--- src/ver_pkg.sv ---
// version subsystem shared types
// control-port request/response, version records, status codes, register map
package ver_pkg;

  // --------------------------------------------------------------------------
  // control-port
  // --------------------------------------------------------------------------

  // response status codes, same encoding as the rfnoc control port
  typedef enum logic [1:0] {
    STS_OKAY    = 2'd0,
    STS_CMDERR  = 2'd1,
    STS_TSERR   = 2'd2,
    STS_WARNING = 2'd3
  } ctrlport_status_t;

  // single request, wr and rd are one-cycle strobes
  typedef struct packed {
    logic        wr;
    logic        rd;
    logic [19:0] addr;
    logic [31:0] data;
  } ctrlport_req_t;

  // single response, ack is a one-cycle pulse
  typedef struct packed {
    logic             ack;
    ctrlport_status_t status;
    logic [31:0]      data;
  } ctrlport_resp_t;

  // --------------------------------------------------------------------------
  // version words
  // --------------------------------------------------------------------------

  // msb-first fields, so a plain word compare orders versions
  typedef struct packed {
    logic [8:0]  major;
    logic [10:0] minor;
    logic [11:0] build;
  } version_t;

  // one 96-bit record per component
  typedef struct packed {
    logic [31:0] modified;
    version_t    oldest;
    version_t    current;
  } component_versions_t;

  // architectural limit on tracked components
  localparam int unsigned MAX_COMPONENTS = 64;

  // versioning window, 4 words per component
  localparam logic [3:0]  OFS_CURRENT         = 4'h0;
  localparam logic [3:0]  OFS_OLDEST          = 4'h4;
  localparam logic [3:0]  OFS_MODIFIED        = 4'h8;
  localparam logic [3:0]  OFS_RESERVED        = 4'hC;
  localparam int unsigned COMPONENT_STRIDE    = 16;
  localparam int unsigned VERSION_WINDOW_SIZE = 'h400;

  // compatibility window
  localparam logic [3:0]  OFS_SW_INDEX        = 4'h0;
  localparam logic [3:0]  OFS_SW_CURRENT      = 4'h4;
  localparam logic [3:0]  OFS_SW_OLDEST       = 4'h8;
  localparam logic [3:0]  OFS_COMPAT_STATUS   = 4'hC;
  localparam int unsigned COMPAT_WINDOW_SIZE  = 'h10;

endpackage

--- src/ctrlport_decoder.sv ---
// control-port decoder for the version subsystem
// routes requests to the versioning or compatibility window, answers unmapped ones
`timescale 1ns/1ps

module ctrlport_decoder #(
  parameter int unsigned NUM_COMPONENTS = 8,
  parameter int unsigned VERSION_BASE   = 'h0000,
  parameter int unsigned COMPAT_BASE    = 'h0400
) (
  input  logic                    s_ctrlport_clk,
  input  logic                    s_ctrlport_rst,
  input  ver_pkg::ctrlport_req_t  s_ctrlport_req,
  output ver_pkg::ctrlport_resp_t s_ctrlport_resp,
  output ver_pkg::ctrlport_req_t  ver_req,
  output ver_pkg::ctrlport_req_t  compat_req,
  input  ver_pkg::ctrlport_resp_t ver_resp,
  input  ver_pkg::ctrlport_resp_t compat_resp
);

  // window end addresses, exclusive
  localparam int unsigned VER_LIMIT =
    VERSION_BASE + NUM_COMPONENTS * ver_pkg::COMPONENT_STRIDE;
  localparam int unsigned COMPAT_LIMIT = COMPAT_BASE + ver_pkg::COMPAT_WINDOW_SIZE;

  logic        busy;
  // one-hot route, bit 0 versioning, bit 1 compatibility
  logic [1:0]  route;
  logic [31:0] addr_full;
  logic        req_valid;
  logic        in_ver;
  logic        in_compat;
  logic [19:0] ver_ofs;
  logic [19:0] compat_ofs;
  logic        win_ack;
  ver_pkg::ctrlport_resp_t win_resp;

  // --------------------------------------------------------------------------
  // address decode
  // --------------------------------------------------------------------------
  assign addr_full = 32'(s_ctrlport_req.addr);
  // requests while busy are dropped
  assign req_valid = (s_ctrlport_req.wr | s_ctrlport_req.rd) & ~busy;
  assign in_ver    = (addr_full >= VERSION_BASE) && (addr_full < VER_LIMIT);
  assign in_compat = (addr_full >= COMPAT_BASE) && (addr_full < COMPAT_LIMIT);

  // reduce to window offsets
  assign ver_ofs    = (s_ctrlport_req.addr - 20'(VERSION_BASE)) &
                      20'(ver_pkg::VERSION_WINDOW_SIZE - 1);
  assign compat_ofs = (s_ctrlport_req.addr - 20'(COMPAT_BASE)) &
                      20'(ver_pkg::COMPAT_WINDOW_SIZE - 1);

  // --------------------------------------------------------------------------
  // request forwarding, one cycle
  // --------------------------------------------------------------------------
  always_ff @(posedge s_ctrlport_clk) begin
    ver_req.addr    <= ver_ofs;
    ver_req.data    <= s_ctrlport_req.data;
    compat_req.addr <= compat_ofs;
    compat_req.data <= s_ctrlport_req.data;
    if (s_ctrlport_rst) begin
      ver_req.wr    <= 1'b0;
      ver_req.rd    <= 1'b0;
      compat_req.wr <= 1'b0;
      compat_req.rd <= 1'b0;
    end else begin
      // versioning wins if the windows were ever set to overlap
      ver_req.wr    <= req_valid & in_ver & s_ctrlport_req.wr;
      ver_req.rd    <= req_valid & in_ver & s_ctrlport_req.rd;
      compat_req.wr <= req_valid & ~in_ver & in_compat & s_ctrlport_req.wr;
      compat_req.rd <= req_valid & ~in_ver & in_compat & s_ctrlport_req.rd;
    end
  end

  // --------------------------------------------------------------------------
  // response merge
  // --------------------------------------------------------------------------
  assign win_resp = route[1] ? compat_resp : ver_resp;
  assign win_ack  = |(route & {compat_resp.ack, ver_resp.ack});

  // control path: ack, status, busy, route
  always_ff @(posedge s_ctrlport_clk) begin
    if (s_ctrlport_rst) begin
      s_ctrlport_resp.ack    <= 1'b0;
      s_ctrlport_resp.status <= ver_pkg::STS_OKAY;
      busy                   <= 1'b0;
      route                  <= 2'b00;
    end else begin
      s_ctrlport_resp.ack <= 1'b0;
      if (req_valid) begin
        busy  <= in_ver | in_compat;
        route <= {~in_ver & in_compat, in_ver};
        // unmapped, answer right away
        if (!in_ver && !in_compat) begin
          s_ctrlport_resp.ack    <= 1'b1;
          s_ctrlport_resp.status <= ver_pkg::STS_CMDERR;
        end
      end else if (win_ack) begin
        s_ctrlport_resp.ack    <= 1'b1;
        s_ctrlport_resp.status <= win_resp.status;
        busy                   <= 1'b0;
        route                  <= 2'b00;
      end
    end
  end

  // read data
  always_ff @(posedge s_ctrlport_clk) begin
    if (req_valid) begin
      s_ctrlport_resp.data <= '0;
    end else if (win_ack) begin
      s_ctrlport_resp.data <= win_resp.data;
    end
  end

endmodule

--- src/versioning_regs.sv ---
// read-only versioning window
// per component current version, oldest compatible version and timestamp
`timescale 1ns/1ps

module versioning_regs #(
  parameter int unsigned NUM_COMPONENTS = 8
) (
  input  logic                                              s_ctrlport_clk,
  input  logic                                              s_ctrlport_rst,
  input  ver_pkg::ctrlport_req_t                            req,
  input  ver_pkg::component_versions_t [NUM_COMPONENTS-1:0] version_info,
  output ver_pkg::ctrlport_resp_t                           resp
);

  // 6 index bits for 64 components
  localparam int IDX_W = $clog2(ver_pkg::MAX_COMPONENTS);

  logic [IDX_W-1:0]             comp_idx;
  logic [3:0]                   reg_ofs;
  logic                         reg_known;
  ver_pkg::component_versions_t comp_sel;

  // --------------------------------------------------------------------------
  // offset decode
  // --------------------------------------------------------------------------

  // offset bits 9..4 pick the component, 3..0 the word
  assign comp_idx = req.addr[IDX_W+3:4];
  assign reg_ofs  = req.addr[3:0];

  // index range is guaranteed by the decoder window size
  assign comp_sel = version_info[comp_idx];

  // reserved and unaligned offsets are not backed by a register
  always_comb begin
    case (reg_ofs)
      ver_pkg::OFS_CURRENT:  reg_known = 1'b1;
      ver_pkg::OFS_OLDEST:   reg_known = 1'b1;
      ver_pkg::OFS_MODIFIED: reg_known = 1'b1;
      ver_pkg::OFS_RESERVED: reg_known = 1'b0;
      default:               reg_known = 1'b0;
    endcase
  end

  // --------------------------------------------------------------------------
  // response
  // --------------------------------------------------------------------------

  // every request gets an ack one cycle later
  always_ff @(posedge s_ctrlport_clk) begin
    if (s_ctrlport_rst) begin
      resp.ack    <= 1'b0;
      resp.status <= ver_pkg::STS_OKAY;
    end else begin
      resp.ack <= req.wr | req.rd;
      // no writable registers here
      if (req.wr || !reg_known) begin
        resp.status <= ver_pkg::STS_CMDERR;
      end else begin
        resp.status <= ver_pkg::STS_OKAY;
      end
    end
  end

  // read data, zero on writes and errors
  always_ff @(posedge s_ctrlport_clk) begin
    resp.data <= '0;
    if (req.rd) begin
      case (reg_ofs)
        ver_pkg::OFS_CURRENT: begin
          resp.data <= comp_sel.current;
        end
        ver_pkg::OFS_OLDEST: begin
          resp.data <= comp_sel.oldest;
        end
        ver_pkg::OFS_MODIFIED: begin
          // timestamp word, 0xYYMMDDHH
          resp.data <= comp_sel.modified;
        end
        default: begin
          resp.data <= '0;
        end
      endcase
    end
  end

endmodule

--- src/compat_regs.sv ---
// compatibility window
// host writes its own version for one component and reads back too old / too new
`timescale 1ns/1ps

module compat_regs #(
  parameter int unsigned NUM_COMPONENTS = 8
) (
  input  logic                                              s_ctrlport_clk,
  input  logic                                              s_ctrlport_rst,
  input  ver_pkg::ctrlport_req_t                            req,
  input  ver_pkg::component_versions_t [NUM_COMPONENTS-1:0] version_info,
  output ver_pkg::ctrlport_resp_t                           resp
);

  localparam int IDX_W = $clog2(ver_pkg::MAX_COMPONENTS);

  // host side registers
  logic [IDX_W-1:0]             sw_index;
  ver_pkg::version_t            sw_current;
  ver_pkg::version_t            sw_oldest;

  logic [3:0]                   reg_ofs;
  logic                         idx_bad;
  logic                         too_old;
  logic                         too_new;
  logic [2:0]                   status_bits;
  ver_pkg::component_versions_t comp_sel;

  assign reg_ofs = req.addr[3:0];

  // --------------------------------------------------------------------------
  // compatibility compare
  // --------------------------------------------------------------------------
  assign idx_bad  = 32'(sw_index) >= NUM_COMPONENTS;
  // zero record on a bad index keeps the compare clean
  assign comp_sel = idx_bad ? '0 : version_info[sw_index];

  // host needs something newer than the component has
  assign too_old = ~idx_bad & (sw_oldest > comp_sel.current);
  // component dropped support for the host's version
  assign too_new = ~idx_bad & (sw_current < comp_sel.oldest);

  assign status_bits = {idx_bad, too_new, too_old};

  // --------------------------------------------------------------------------
  // host registers
  // --------------------------------------------------------------------------
  always_ff @(posedge s_ctrlport_clk) begin
    if (s_ctrlport_rst) begin
      sw_index   <= '0;
      sw_current <= '0;
      sw_oldest  <= '0;
    end else if (req.wr) begin
      case (reg_ofs)
        ver_pkg::OFS_SW_INDEX:   sw_index   <= req.data[IDX_W-1:0];
        ver_pkg::OFS_SW_CURRENT: sw_current <= req.data;
        ver_pkg::OFS_SW_OLDEST:  sw_oldest  <= req.data;
        default: ;
      endcase
    end
  end

  // --------------------------------------------------------------------------
  // response
  // --------------------------------------------------------------------------
  always_ff @(posedge s_ctrlport_clk) begin
    if (s_ctrlport_rst) begin
      resp.ack    <= 1'b0;
      resp.status <= ver_pkg::STS_OKAY;
    end else begin
      resp.ack    <= req.wr | req.rd;
      resp.status <= ver_pkg::STS_OKAY;
      case (reg_ofs)
        ver_pkg::OFS_SW_INDEX, ver_pkg::OFS_SW_CURRENT, ver_pkg::OFS_SW_OLDEST: ;
        // status is read-only
        ver_pkg::OFS_COMPAT_STATUS: begin
          if (req.wr) resp.status <= ver_pkg::STS_CMDERR;
        end
        default: resp.status <= ver_pkg::STS_CMDERR;
      endcase
    end
  end

  // read back, zero for writes
  always_ff @(posedge s_ctrlport_clk) begin
    resp.data <= '0;
    if (req.rd) begin
      case (reg_ofs)
        ver_pkg::OFS_SW_INDEX:      resp.data <= 32'(sw_index);
        ver_pkg::OFS_SW_CURRENT:    resp.data <= sw_current;
        ver_pkg::OFS_SW_OLDEST:     resp.data <= sw_oldest;
        ver_pkg::OFS_COMPAT_STATUS: resp.data <= 32'(status_bits);
        default:                    resp.data <= '0;
      endcase
    end
  end

endmodule

--- src/version_subsystem.sv ---
// version subsystem top
// decoder with versioning and compatibility register windows behind it
`timescale 1ns/1ps

module version_subsystem #(
  parameter int unsigned NUM_COMPONENTS = 8,
  parameter int unsigned VERSION_BASE   = 'h0000,
  parameter int unsigned COMPAT_BASE    = 'h0400
) (
  input  logic                                              s_ctrlport_clk,
  input  logic                                              s_ctrlport_rst,
  input  ver_pkg::ctrlport_req_t                            s_ctrlport_req,
  input  ver_pkg::component_versions_t [NUM_COMPONENTS-1:0] version_info,
  output ver_pkg::ctrlport_resp_t                           s_ctrlport_resp
);

  // decoder to window requests, offsets already reduced
  ver_pkg::ctrlport_req_t  ver_req;
  ver_pkg::ctrlport_req_t  compat_req;
  // window responses back to the decoder
  ver_pkg::ctrlport_resp_t ver_resp;
  ver_pkg::ctrlport_resp_t compat_resp;

  // --------------------------------------------------------------------------
  // address decode and response merge
  // --------------------------------------------------------------------------
  ctrlport_decoder #(
    .NUM_COMPONENTS (NUM_COMPONENTS),
    .VERSION_BASE   (VERSION_BASE),
    .COMPAT_BASE    (COMPAT_BASE)
  ) decoder0 (
    .s_ctrlport_clk  (s_ctrlport_clk),
    .s_ctrlport_rst  (s_ctrlport_rst),
    .s_ctrlport_req  (s_ctrlport_req),
    .s_ctrlport_resp (s_ctrlport_resp),
    .ver_req         (ver_req),
    .compat_req      (compat_req),
    .ver_resp        (ver_resp),
    .compat_resp     (compat_resp)
  );

  // read-only version words
  versioning_regs #(
    .NUM_COMPONENTS (NUM_COMPONENTS)
  ) versioning0 (
    .s_ctrlport_clk (s_ctrlport_clk),
    .s_ctrlport_rst (s_ctrlport_rst),
    .req            (ver_req),
    .version_info   (version_info),
    .resp           (ver_resp)
  );

  // host version check
  compat_regs #(
    .NUM_COMPONENTS (NUM_COMPONENTS)
  ) compat0 (
    .s_ctrlport_clk (s_ctrlport_clk),
    .s_ctrlport_rst (s_ctrlport_rst),
    .req            (compat_req),
    .version_info   (version_info),
    .resp           (compat_resp)
  );

endmodule

--- config.mk ---
export PLATFORM = sky130hd
export DESIGN_NAME = version_subsystem
export DESIGN_NICKNAME = d
export VERILOG_FILES = /design/src/ver_pkg.sv /design/src/ctrlport_decoder.sv /design/src/versioning_regs.sv /design/src/compat_regs.sv /design/src/version_subsystem.sv
export SDC_FILE = /design/constraint.sdc
export NUM_CORES = 1
export LEC_CHECK = 0
export ABC_AREA = 1
export BUFFER_PORTS_ARGS = -buffer_cell sky130_fd_sc_hd__buf_2
export CAP_MARGIN = 40
export CELL_PAD_IN_SITES_DETAIL_PLACEMENT = 0
export CELL_PAD_IN_SITES_GLOBAL_PLACEMENT = 1
export CORE_AREA = 2 2 338 340
export CTS_CLUSTER_SIZE = 24
export DETAILED_ROUTE_END_ITERATION = 7
export DIE_AREA = 0 0 340 342
export PLACE_DENSITY_LB_ADDON = 0.1
export SKIP_CTS_REPAIR_TIMING = 1
export SYNTH_ARGS = -nofsm -noshare
export SYNTH_HDL_FRONTEND = slang
export SYNTH_SLANG_ARGS = --single-unit
--- constraint.sdc ---
create_clock -name s_ctrlport_clk -period 3.15 [get_ports s_ctrlport_clk]
set_clock_uncertainty 0.05 [all_clocks]
set_input_delay 0.4725 -clock s_ctrlport_clk [delete_from_list [all_inputs] [get_ports s_ctrlport_clk]]
set_output_delay 0.4725 -clock s_ctrlport_clk [all_outputs]
set_load 0.03 [all_outputs]
==> summary by stage <==
Global route
The number of antenna violations at the first check in global routing is 134. The first global-routing pass estimated 218 mm of wire. The via count of the first global-routing pass was 26466.

The largest net degree at the start of global routing is 90. The total congestion overflow is 0. For this run, the total global-route usage over all layers was measured as 0.265.

STA
The number of hold violations in the final report came to 0. The number of max-slew violations in the final report came to 0. Measured against its own limit, the worst slew margin works out to 0.397. Timing would allow up to 337 MHz. The accumulated negative setup slack is 0 ns. The setup violation total in the final timing report is 0. Dividing the final minimum period by the clock period gives 0.943.

The routed design could run at a clock period as short as 2.97 ns. At the pin with the least slew margin, the transition time is 0.904 ns. Setup repair after global routing left no endpoint under its margin.

Place
Routability-driven placement finished with a final weighted congestion of 0.888. Buffers placed on the I/O ports in this run total 857. The instance area at placement is 25900 µm².

The HPWL after detailed placement is 133 mm.

Yosys
The portion of synthesized cell area occupied by the leading cell type is 0.223. The share of the yosys chip area belonging to registers is 0.223. The number of cells produced by synthesis is 3126. Averaged over all synthesized cells, the footprint is 6.27 µm². Counting flops with a built-in enable in the synthesized netlist gives 0.

The commonest cells after synthesis are sky130_fd_sc_hd__o21ai_0, sky130_fd_sc_hd__a21oi_1, sky130_fd_sc_hd__nor2_1. By area the synthesized netlist is led by sky130_fd_sc_hd__dfxtp_1, sky130_fd_sc_hd__o21ai_0, sky130_fd_sc_hd__o211ai_1, sky130_fd_sc_hd__a21oi_1, sky130_fd_sc_hd__nor2_1. Synthesis instantiated 37 different standard cells from the library.

The biggest area contributor in the post-synthesis netlist is sky130_fd_sc_hd__dfxtp_1. The synthesized cell area is 19600 µm². The net count after synthesis is 4013. The Yosys step of the flow raised 0 warnings. Synthesis inferred 218 register bits. In the synthesized netlist the dominant register cell turns out to be sky130_fd_sc_hd__dfxtp_1.

sky130_fd_sc_hd__o21ai_0 is the most common cell in the netlist. After synthesis, the share of flip-flops with an asynchronous set or reset is 0.

Final layout
The count of fill cells added during filler insertion is 13130. The register area is 4390 µm². Relative to the synthesized area, the layout overhead comes to 40.7%.

In the final design database the tool counted 4749 nets. Of the cells placed in the final design, the portion with a size suffix greater than 1 is 0.272. The final non-filler cell area is 27600 µm². The multi-input logic area is 13200 µm².

Power
Power spread over the standard cell area amounts to 314 nW/µm². Summed over all cells, the static leakage comes to 11.7 nW. The worst supply voltage drop on vdd is 0.392 mV.

Worst setup path
STA classifies the critical path startpoint as a flop. The worst path required time is 3.55 ns. The critical path goes through buf_12 -> buf_12 -> a21oi_1 -> o21ai_1 -> o21ai_0 -> a211oi_1 -> buf_4 -> ha_1 -> inv_1 -> a21oi_1 -> o21ai_0 -> nand2_1 -> a31oi_1 -> o21ai_0 -> nand3_1 -> nand2_1 -> a21oi_1. The cell family contributing the most delay on the critical path is compound AO/OA/AOI/OAI gates. The slowest stage cell on the critical path is sky130_fd_sc_hd__dfxtp_4. In this run the worst path has a maximum fanout of 18. The number of buffer and inverter instances along the worst setup path is 4. The critical path's largest stage delay is 0.57 ns.

The endpoint kind of the worst setup timing path is a flop. At the worst endpoint, the arrival time is 3.37 ns. The category of the critical setup timing path is reg -> reg.

Clock network
Counting the buffers created by CTS gives 29. TritonCTS built the clock tree. In this run the number of H-tree levels came out at 1.

The number of sinks on the clock net is 218. At the later pin of the worst-skew pair, clock insertion delay measures 0.57 ns. After clock tree synthesis, the clock-pin slew on the worst setup and hold paths is 0.06 ns. CTS placed an instance of sky130_fd_sc_hd__clkbuf_16 at the clock tree root.

The largest buffer count on any clock path is 3.

Die
Measured along the y axis, the die boundary spans 342 µm. The standard cell core area is 113000 µm². The number of cell rows is 124. In this run the count of I/O pins placed on the die edge is 859. The initial standard-cell utilization of the core is 0.173. The die covers 116000 µm².

The horizontal extent of the die is 340 µm.

Route
For this run, design rule violations remaining after detail routing come to 0. The routed wire length is 163 mm. The count of antenna-violating nets left after detailed routing is 0. The DRC marker count from the first detailed-route iteration is 2036. The detailed-route via count is 26861.

The first detailed-routing pass took 5 iterations. Dividing the detail-routed wire length by the instance count gives 29.8 µm. The via density per instance is 4.92.

Status
The flow ran to the end, and the final reports show no timing, DRC or antenna violations.

Worst hold path
The worst hold path class is in -> reg.

Job
Max-cap violations in this run came to 0.
[path summary, 6_finish.rpt]
kind	slack [ns]	to	start	depth (start not counted)
worst max-delay path	0.18	compat0.resp[0]	compat0.sw_index[1]	17
worst min-delay path	0.02	decoder0.ver_req[36]	s_ctrlport_req[36]	1
worst max register to register	0.18	compat0.resp[0]	compat0.sw_index[1]	17
worst min register to register	0.40	decoder0.s_ctrlport_resp[30]	decoder0.s_ctrlport_resp[30]	2
[where the power goes]
part / switching (W) / leakage (nW) / internal, W
logic: 0.00126 / 9.38 / 0.000842
clock network: 0.00138 / 0.533 / 0.00235
registers: 0.0000494 / 1.78 / 0.00278
[cells in the final DEF (no fill, tap or decap), types with 128 or more instances in the layout]
cell / count
sky130_fd_sc_hd__o21ai_1: 128
sky130_fd_sc_hd__inv_1: 196
sky130_fd_sc_hd__dfxtp_1: 209
sky130_fd_sc_hd__o21ai_0: 525
sky130_fd_sc_hd__a21oi_1: 384
sky130_fd_sc_hd__nand2_1: 245
sky130_fd_sc_hd__nor2_1: 361
sky130_fd_sc_hd__o211ai_1: 263
sky130_fd_sc_hd__buf_2: 857
sky130_fd_sc_hd__nand3_1: 221
[registers in the layout, summed over array words and instances (netlist names)]
signal / flops
decoder0.route: 2
versioning0.resp: 34
decoder0.busy: 1
decoder0.s_ctrlport_resp: 34
decoder0.compat_req: 34
compat0.sw_index: 6
compat0.sw_oldest: 32
decoder0.ver_req: 9
compat0.resp: 34
compat0.sw_current: 32
[through the flow]
step	hold WS [ns]	utilization	instances	setup slack, ns	power (W)
2_1_floorplan	0.379	-	3126	0.584	0.00375
3_3_place_gp	0.392	0.229	5298	0.0888	0.00496
3_5_place_dp	0.394	0.229	5300	0.0695	0.00495
4_1_cts	-0.0950	0.238	5354	0.0296	0.00874
5_1_grt	0.00798	0.243	5435	0.0276	0.00905
6_report	0.0213	0.244	5457	0.179	0.00866
[logic make-up (layout without fill, tap and decap cells)]
logic type                 after synthesis  count (layout)  synth area share
AOI/OAI and AO/OA                     1387            1387             0.403
and+or+nand+nor                        858             858             0.182
buffers and inverters                  513            1272             0.108
DFF                                    218             218             0.223
muxes                                   86              86            0.0439
adders and majority gates               63              63            0.0402
other                                    1              61          0.000191
[layout make-up]
type | count | area share
Clock buffer | 42 | 0.0321
Sequential cell | 218 | 0.159
Tap cell | 1512 | 0.0686
Inverter | 203 | 0.0287
Timing Repair Buffer | 1015 | 0.222
Multi-Input combinational cell | 2395 | 0.477
Antenna cell | 60 | 0.00544
Clock inverter | 12 | 0.00707
[routing by layer]
metal  share of wire  vias up  GRT usage
li1                -    12712          -
met1            0.38    12736      0.296
met2            0.51     1073      0.486
met3           0.065      296     0.0595
met4           0.041       44      0.104
met5          0.0018        -          0
Note: power is estimated with default switching activity, not from simulation.
